--- config.mk ---
export PLATFORM = sky130hd
export DESIGN_NAME = l2_cache_control
export DESIGN_NICKNAME = d
export VERILOG_FILES = /design/src/l2_types_pkg.sv /design/src/l2_cache_control.sv
export SDC_FILE = /design/constraint.sdc
export NUM_CORES = 1
export LEC_CHECK = 0
export BUFFER_PORTS_ARGS = -buffer_cell sky130_fd_sc_hd__buf_2
export CAP_MARGIN = 20
export CORE_AREA = 10 10 47 49
export DETAILED_ROUTE_END_ITERATION = 6
export DIE_AREA = 0 0 57 59
export PLACE_DENSITY = 0.57
export SYNTH_ARGS = -nofsm -noshare
export SYNTH_HDL_FRONTEND = slang
export SYNTH_SLANG_ARGS = --single-unit
--- constraint.sdc ---
create_clock -name clk -period 1.6 [get_ports clk]
set_input_delay 0.08 -clock clk [delete_from_list [all_inputs] [get_ports clk]]
set_output_delay 0.08 -clock clk [all_outputs]
set_load 0.02 [all_outputs]
--- src/l2_types_pkg.sv ---
package l2_types_pkg;

  // Address geometry
  localparam int word_w   = 16;
  localparam int tag_w    = 8;
  localparam int index_w  = 3;
  localparam int offset_w = 5;

  // Transfer sizes
  localparam int line_w = 256;                      // One physical memory line
  localparam int half_w = 128;                      // One L1 transfer

  // Organization
  localparam int ways   = 4;
  localparam int plru_w = 3;                        // Tree bits per set

  typedef struct packed {
    logic [tag_w-1:0]    tag;
    logic [index_w-1:0]  index;
    logic [offset_w-1:0] offset;                    // Top bit picks the half line
  } l2_addr_fields_s;

  // Request and write-back address, seen as a word or as its fields
  typedef union packed {
    logic [word_w-1:0] raw;
    l2_addr_fields_s   fields;
  } l2_addr_u;

  typedef enum logic [2:0] {
    idle      = 3'd0,                               // Lookup of a new request
    hit_serve = 3'd1,                               // Array write and LRU update
    writeback = 3'd2,                               // Dirty victim out to memory
    allocate  = 3'd3,                               // Missed line in from memory
    respond   = 3'd4                                // Ack held until L1 drops req
  } l2_state_e;

endpackage
--- src/l2_cache_control.sv ---
module l2_cache_control (
  input  logic clk,
  input  logic rst_n,
  input  logic mem_req,
  input  logic mem_read,
  input  logic mem_write,
  input  logic hit,
  input  logic victim_dirty,
  input  logic pmem_ack,
  output logic mem_ack,
  output logic pmem_req,
  output logic pmem_write,
  output logic data_sel_pmem,
  output logic array_write,
  output logic valid_in,
  output logic dirty_in,
  output logic addr_sel_victim,
  output logic lru_write
);
  import l2_types_pkg::*;

  l2_state_e state;

  always_ff @(posedge clk or negedge rst_n)
  begin
    if (!rst_n)
    begin
      state    <= idle;
      mem_ack  <= 1'b0;
      pmem_req <= 1'b0;
    end
    else
    begin
      case (state)
        idle:
        begin
          if (mem_req && (mem_read || mem_write))
          begin
            if (hit)
            begin
              state <= hit_serve;
            end
            else
            begin
              state    <= victim_dirty ? writeback : allocate;
              pmem_req <= 1'b1;                     // Memory ack is already low here
            end
          end
        end
        hit_serve:
        begin
          state   <= respond;
          mem_ack <= 1'b1;
        end
        writeback:
        begin
          if (pmem_req && pmem_ack)
          begin
            pmem_req <= 1'b0;
          end
          else if (!pmem_req && !pmem_ack)
          begin
            state    <= allocate;
            pmem_req <= 1'b1;
          end
        end
        allocate:
        begin
          if (pmem_req && pmem_ack)
          begin
            pmem_req <= 1'b0;
          end
          else if (!pmem_req && !pmem_ack)
          begin
            state <= idle;                          // Lookup again, now a hit
          end
        end
        respond:
        begin
          if (!mem_req)
          begin
            state   <= idle;
            mem_ack <= 1'b0;
          end
        end
        default:
        begin
          state <= idle;
        end
      endcase
    end
  end

  always_comb
  begin
    pmem_write      = 1'b0;
    data_sel_pmem   = 1'b0;
    array_write     = 1'b0;
    valid_in        = 1'b0;
    dirty_in        = 1'b0;
    addr_sel_victim = 1'b0;
    lru_write       = 1'b0;
    case (state)
      hit_serve:
      begin
        array_write = mem_write;                    // Read hits only touch the LRU
        valid_in    = 1'b1;
        dirty_in    = 1'b1;
        lru_write   = 1'b1;
      end
      writeback:
      begin
        pmem_write      = 1'b1;
        addr_sel_victim = 1'b1;
      end
      allocate:
      begin
        data_sel_pmem = 1'b1;
        array_write   = pmem_req && pmem_ack;       // Line is valid while ack is high
        valid_in      = 1'b1;
      end
      default:
      begin
        array_write = 1'b0;
      end
    endcase
  end

endmodule

==> reports/metrics.cfg <==
[placement]
gp_congestion = 0.777
io_buffer_count = 16
dp.final_hpwl_microns = 758

[power_and_ir_drop]
intPower_w = 0.000478
seqPwrFrac_pct = 31.2
pwr-share-comb_pct = 52.8
power_leakage_nw = 0.257
ir_worst_vdd_uv = 670
switching_power_w = 0.000446
p_per_area_nw_per_um2 = 1870
clock_power_share_pct = 16.0
power.share.switching_pct = 48.2

[synth]
syn_nets = 55
syn-cell-area_sq_um = 389
synth_seq_area_share_pct = 32.2
netlist_instances = 45
synth_cell_types = 22
synth.largest_area_cell = dfrtp_1
ys_top_cells_by_area = dfrtp_1, a21oi_1, ha_1, nor2_1, inv_1
synth_top_area_share_pct = 32.2
synth_seq_cells = 5
syn-mean-instance-area_sq_um = 8.65
ys_warn_count = 0

[job]
drv_cap = 0

[critical_path]
crit_arrival_ns = 1.58
crit_family = compound AO/OA/AOI/OAI gates
worstPathRequired_ns = 1.75
cpMostUsedCell = o21ai_1
path_max_fanout = 4
endpoint_kind = register
reg2reg_depth = 6
reg2reg_to = pmem_req
cpPeakStageDelay_ns = 0.40
rrSetupSlack_ns = 0.17
crit_slowest_cell = dfrtp_1
cp-start-kind = register
regToRegStartpoint = pmem_req
worstSetupPathType = reg -> reg
timing.critical_path.buf_inv = 1
cp_cell_sequence = inv_1, ha_1, nor2b_1, o21ai_1, o21ai_1, a221oi_2

[floorplanning]
core-area_sq_um = 1400
rows = 14
pin_count = 17
start_util_pct = 27.8
die-area_sq_um = 3360
fp.dieW_microns = 57
dieHeight_microns = 59

[worst_hold_path]
hp-class = in -> reg
hold_depth = 3
min-delay-start = mem_req
hold_end = state[2]

[clocking]
clkTransAtPathRegs_ns = 0.05
clock_latency_ns = 0.24
cts_tree = yes
post_cts_buffers = 0
cts.sinks = 5
cts_inserted_buffers = 3
cts-root-buf = clkbuf_4
clockBufferDepth = 2
htreeDepth = 1

[final_layout]
post-route-util_pct = 35.3
final_layout_size_suffix_gt1_share_pct = 35.5
fin_nets = 73
antenna_cells = 0
fill_cells = 163
area_growth_pct = 27.0

[timing]
fin_crit_ns = 1.43
setup_violations = 0
slew_headroom_pct = 75.7
finalHoldViolations = 0
rsz0062_at_grt = false
finalCritPeriodShare_pct = 89.4
final.setup.tns_ns = 0
max_freq_ghz = 0.699
drv_slew = 0
whs_ns = 0.150
worst_pin_slew_ns = 0.365
skew_ns = 0.00307

[detailed_routing]
drt-pass1-iter-count = 4
drc_errors = 0
wl_per_cell_microns = 12.1
drtIter0Drc = 10
vias = 371
wl_microns = 944
final_antenna_net_count = 0
routed_via_density = 4.76

[outcome]
status = finished clean

[global_routing]
grt_antenna_before_repair = 0
grt_first_pass_wirelength_microns = 1660
grt_max_degree = 11
grt_pass1_vias = 388
grt_usage_pct = 6.19
gr-total-overflow = 0

==> worst reg2reg max path, stage by stage, from the launching register on <==
cell and delay, ns:
dfrtp_1 0.40, inv_1 0.12, ha_1 0.24, nor2b_1 0.14, o21ai_1 0.13, o21ai_1 0.09
a221oi_2 0.23
==> synthesized netlist by cell type <==
| cell | instances |
|---|---|
| nand2b_1 | 3 |
| nand3b_1 | 1 |
| xnor2_1 | 1 |
| buf_4 | 2 |
| a22oi_1 | 1 |
| nor4b_2 | 1 |
| o31ai_1 | 1 |
| ha_1 | 2 |
| inv_1 | 5 |
| dfrtp_1 | 5 |
| buf_2 | 1 |
| a221oi_2 | 1 |
| o21ai_1 | 2 |
| mux2i_1 | 1 |
| buf_6 | 1 |
| nand2_1 | 1 |
| nor2_1 | 6 |
| nor2b_4 | 1 |
| nor3_1 | 2 |
| nor3b_1 | 1 |
| nor2b_1 | 1 |
| a21oi_1 | 5 |
==> power by group through the flow <==
stage          Combinational [W]  Sequential [W]  Clock [W]
4_1_cts                 0.000498        0.000289   0.000152
3_5_place_dp            0.000494        0.000290          0
6_report                0.000488        0.000288   0.000148
2_1_floorplan           0.000433        0.000248          0
5_1_grt                 0.000546        0.000302   0.000166
3_3_place_gp            0.000488        0.000287          0
==> through the flow <==
| step | instances | power (W) | area [sq um] | setup slack (ns) |
|---|---|---|---|---|
| 6_report | 78 | 0.000924 | 494 | 0.170 |
| 5_1_grt | 78 | 0.00101 | 494 | 0.00418 |
| 4_1_cts | 78 | 0.000939 | 494 | 0.172 |
| 3_5_place_dp | 73 | 0.000784 | 458 | 0.195 |
| 3_3_place_gp | 73 | 0.000775 | 458 | 0.222 |
| 2_1_floorplan | 45 | 0.000680 | 389 | 0.145 |
==> what timing repair did <==
| action | 4_1_cts | 5_1_grt |
|---|---|---|
| gates resized for setup | 0 | 0 |
| endpoints found under the hold margin | 5 | 0 |
| hold buffers | 1 | 0 |
| endpoints found under the setup margin | 0 | 0 |
==> registers in the layout (all words and copies together) (netlist names) <==
register	flops
pmem_req	1
state	3
mem_ack	1
==> per-layer routing <==
layer  part of all wire (%)  routed length [microns]  GRT usage, %  up-vias
met5                      0                        0             0        -
li1                       -                        -             -      184
met3                    6.8                       64          2.15        2
met1                     40                      380          6.32      175
met4                    2.5                       24          6.04        0
met2                     50                      473          9.61       10
==> worst max-delay path by stage <==
| stage | startpoint | to | slack, ns | cells after the start |
|---|---|---|---|---|
| floorplan | pmem_req | pmem_req | 0.15 | 6 |
| global placement | pmem_req | pmem_req | 0.22 | 6 |
| detailed placement | pmem_req | pmem_req | 0.20 | 6 |
| CTS | pmem_req | pmem_req | 0.17 | 6 |
| global route | pmem_req | pmem_req | 0.004 | 6 |
| finish | pmem_req | pmem_req | 0.17 | 6 |
==> logic make-up after synthesis <==
| logic type | synth area share, % |
|---|---|
| mux | 2.57 |
| buf+inv | 12.9 |
| simple gates | 27.0 |
| flops | 32.2 |
| compound gates | 16.7 |
| fa+ha+maj | 6.43 |
| xor+xnor | 2.25 |
==> cell usage in the layout (no fill, tap or decap), types with 2 or more instances in the layout <==
| master | instances |
|---|---|
| ha_1 | 2 |
| buf_2 | 16 |
| clkbuf_4 | 3 |
| nor3_1 | 2 |
| dfrtp_1 | 5 |
| nand2b_1 | 3 |
| a21oi_1 | 5 |
| nor2_1 | 6 |
| inv_1 | 5 |
| o21ai_1 | 2 |
==> final cells by class <==
cell class,instances,area (sq um),share of cell area (%)
inverters,5,18.8,3.80
clock buffers,4,26.3,5.32
flip-flops and latches,5,125,25.3
multi-input cells,31,214,43.3
repair buffers,17,90.1,18.2
well taps,16,20.0,4.05
Power figures use the tool's default switching activity.
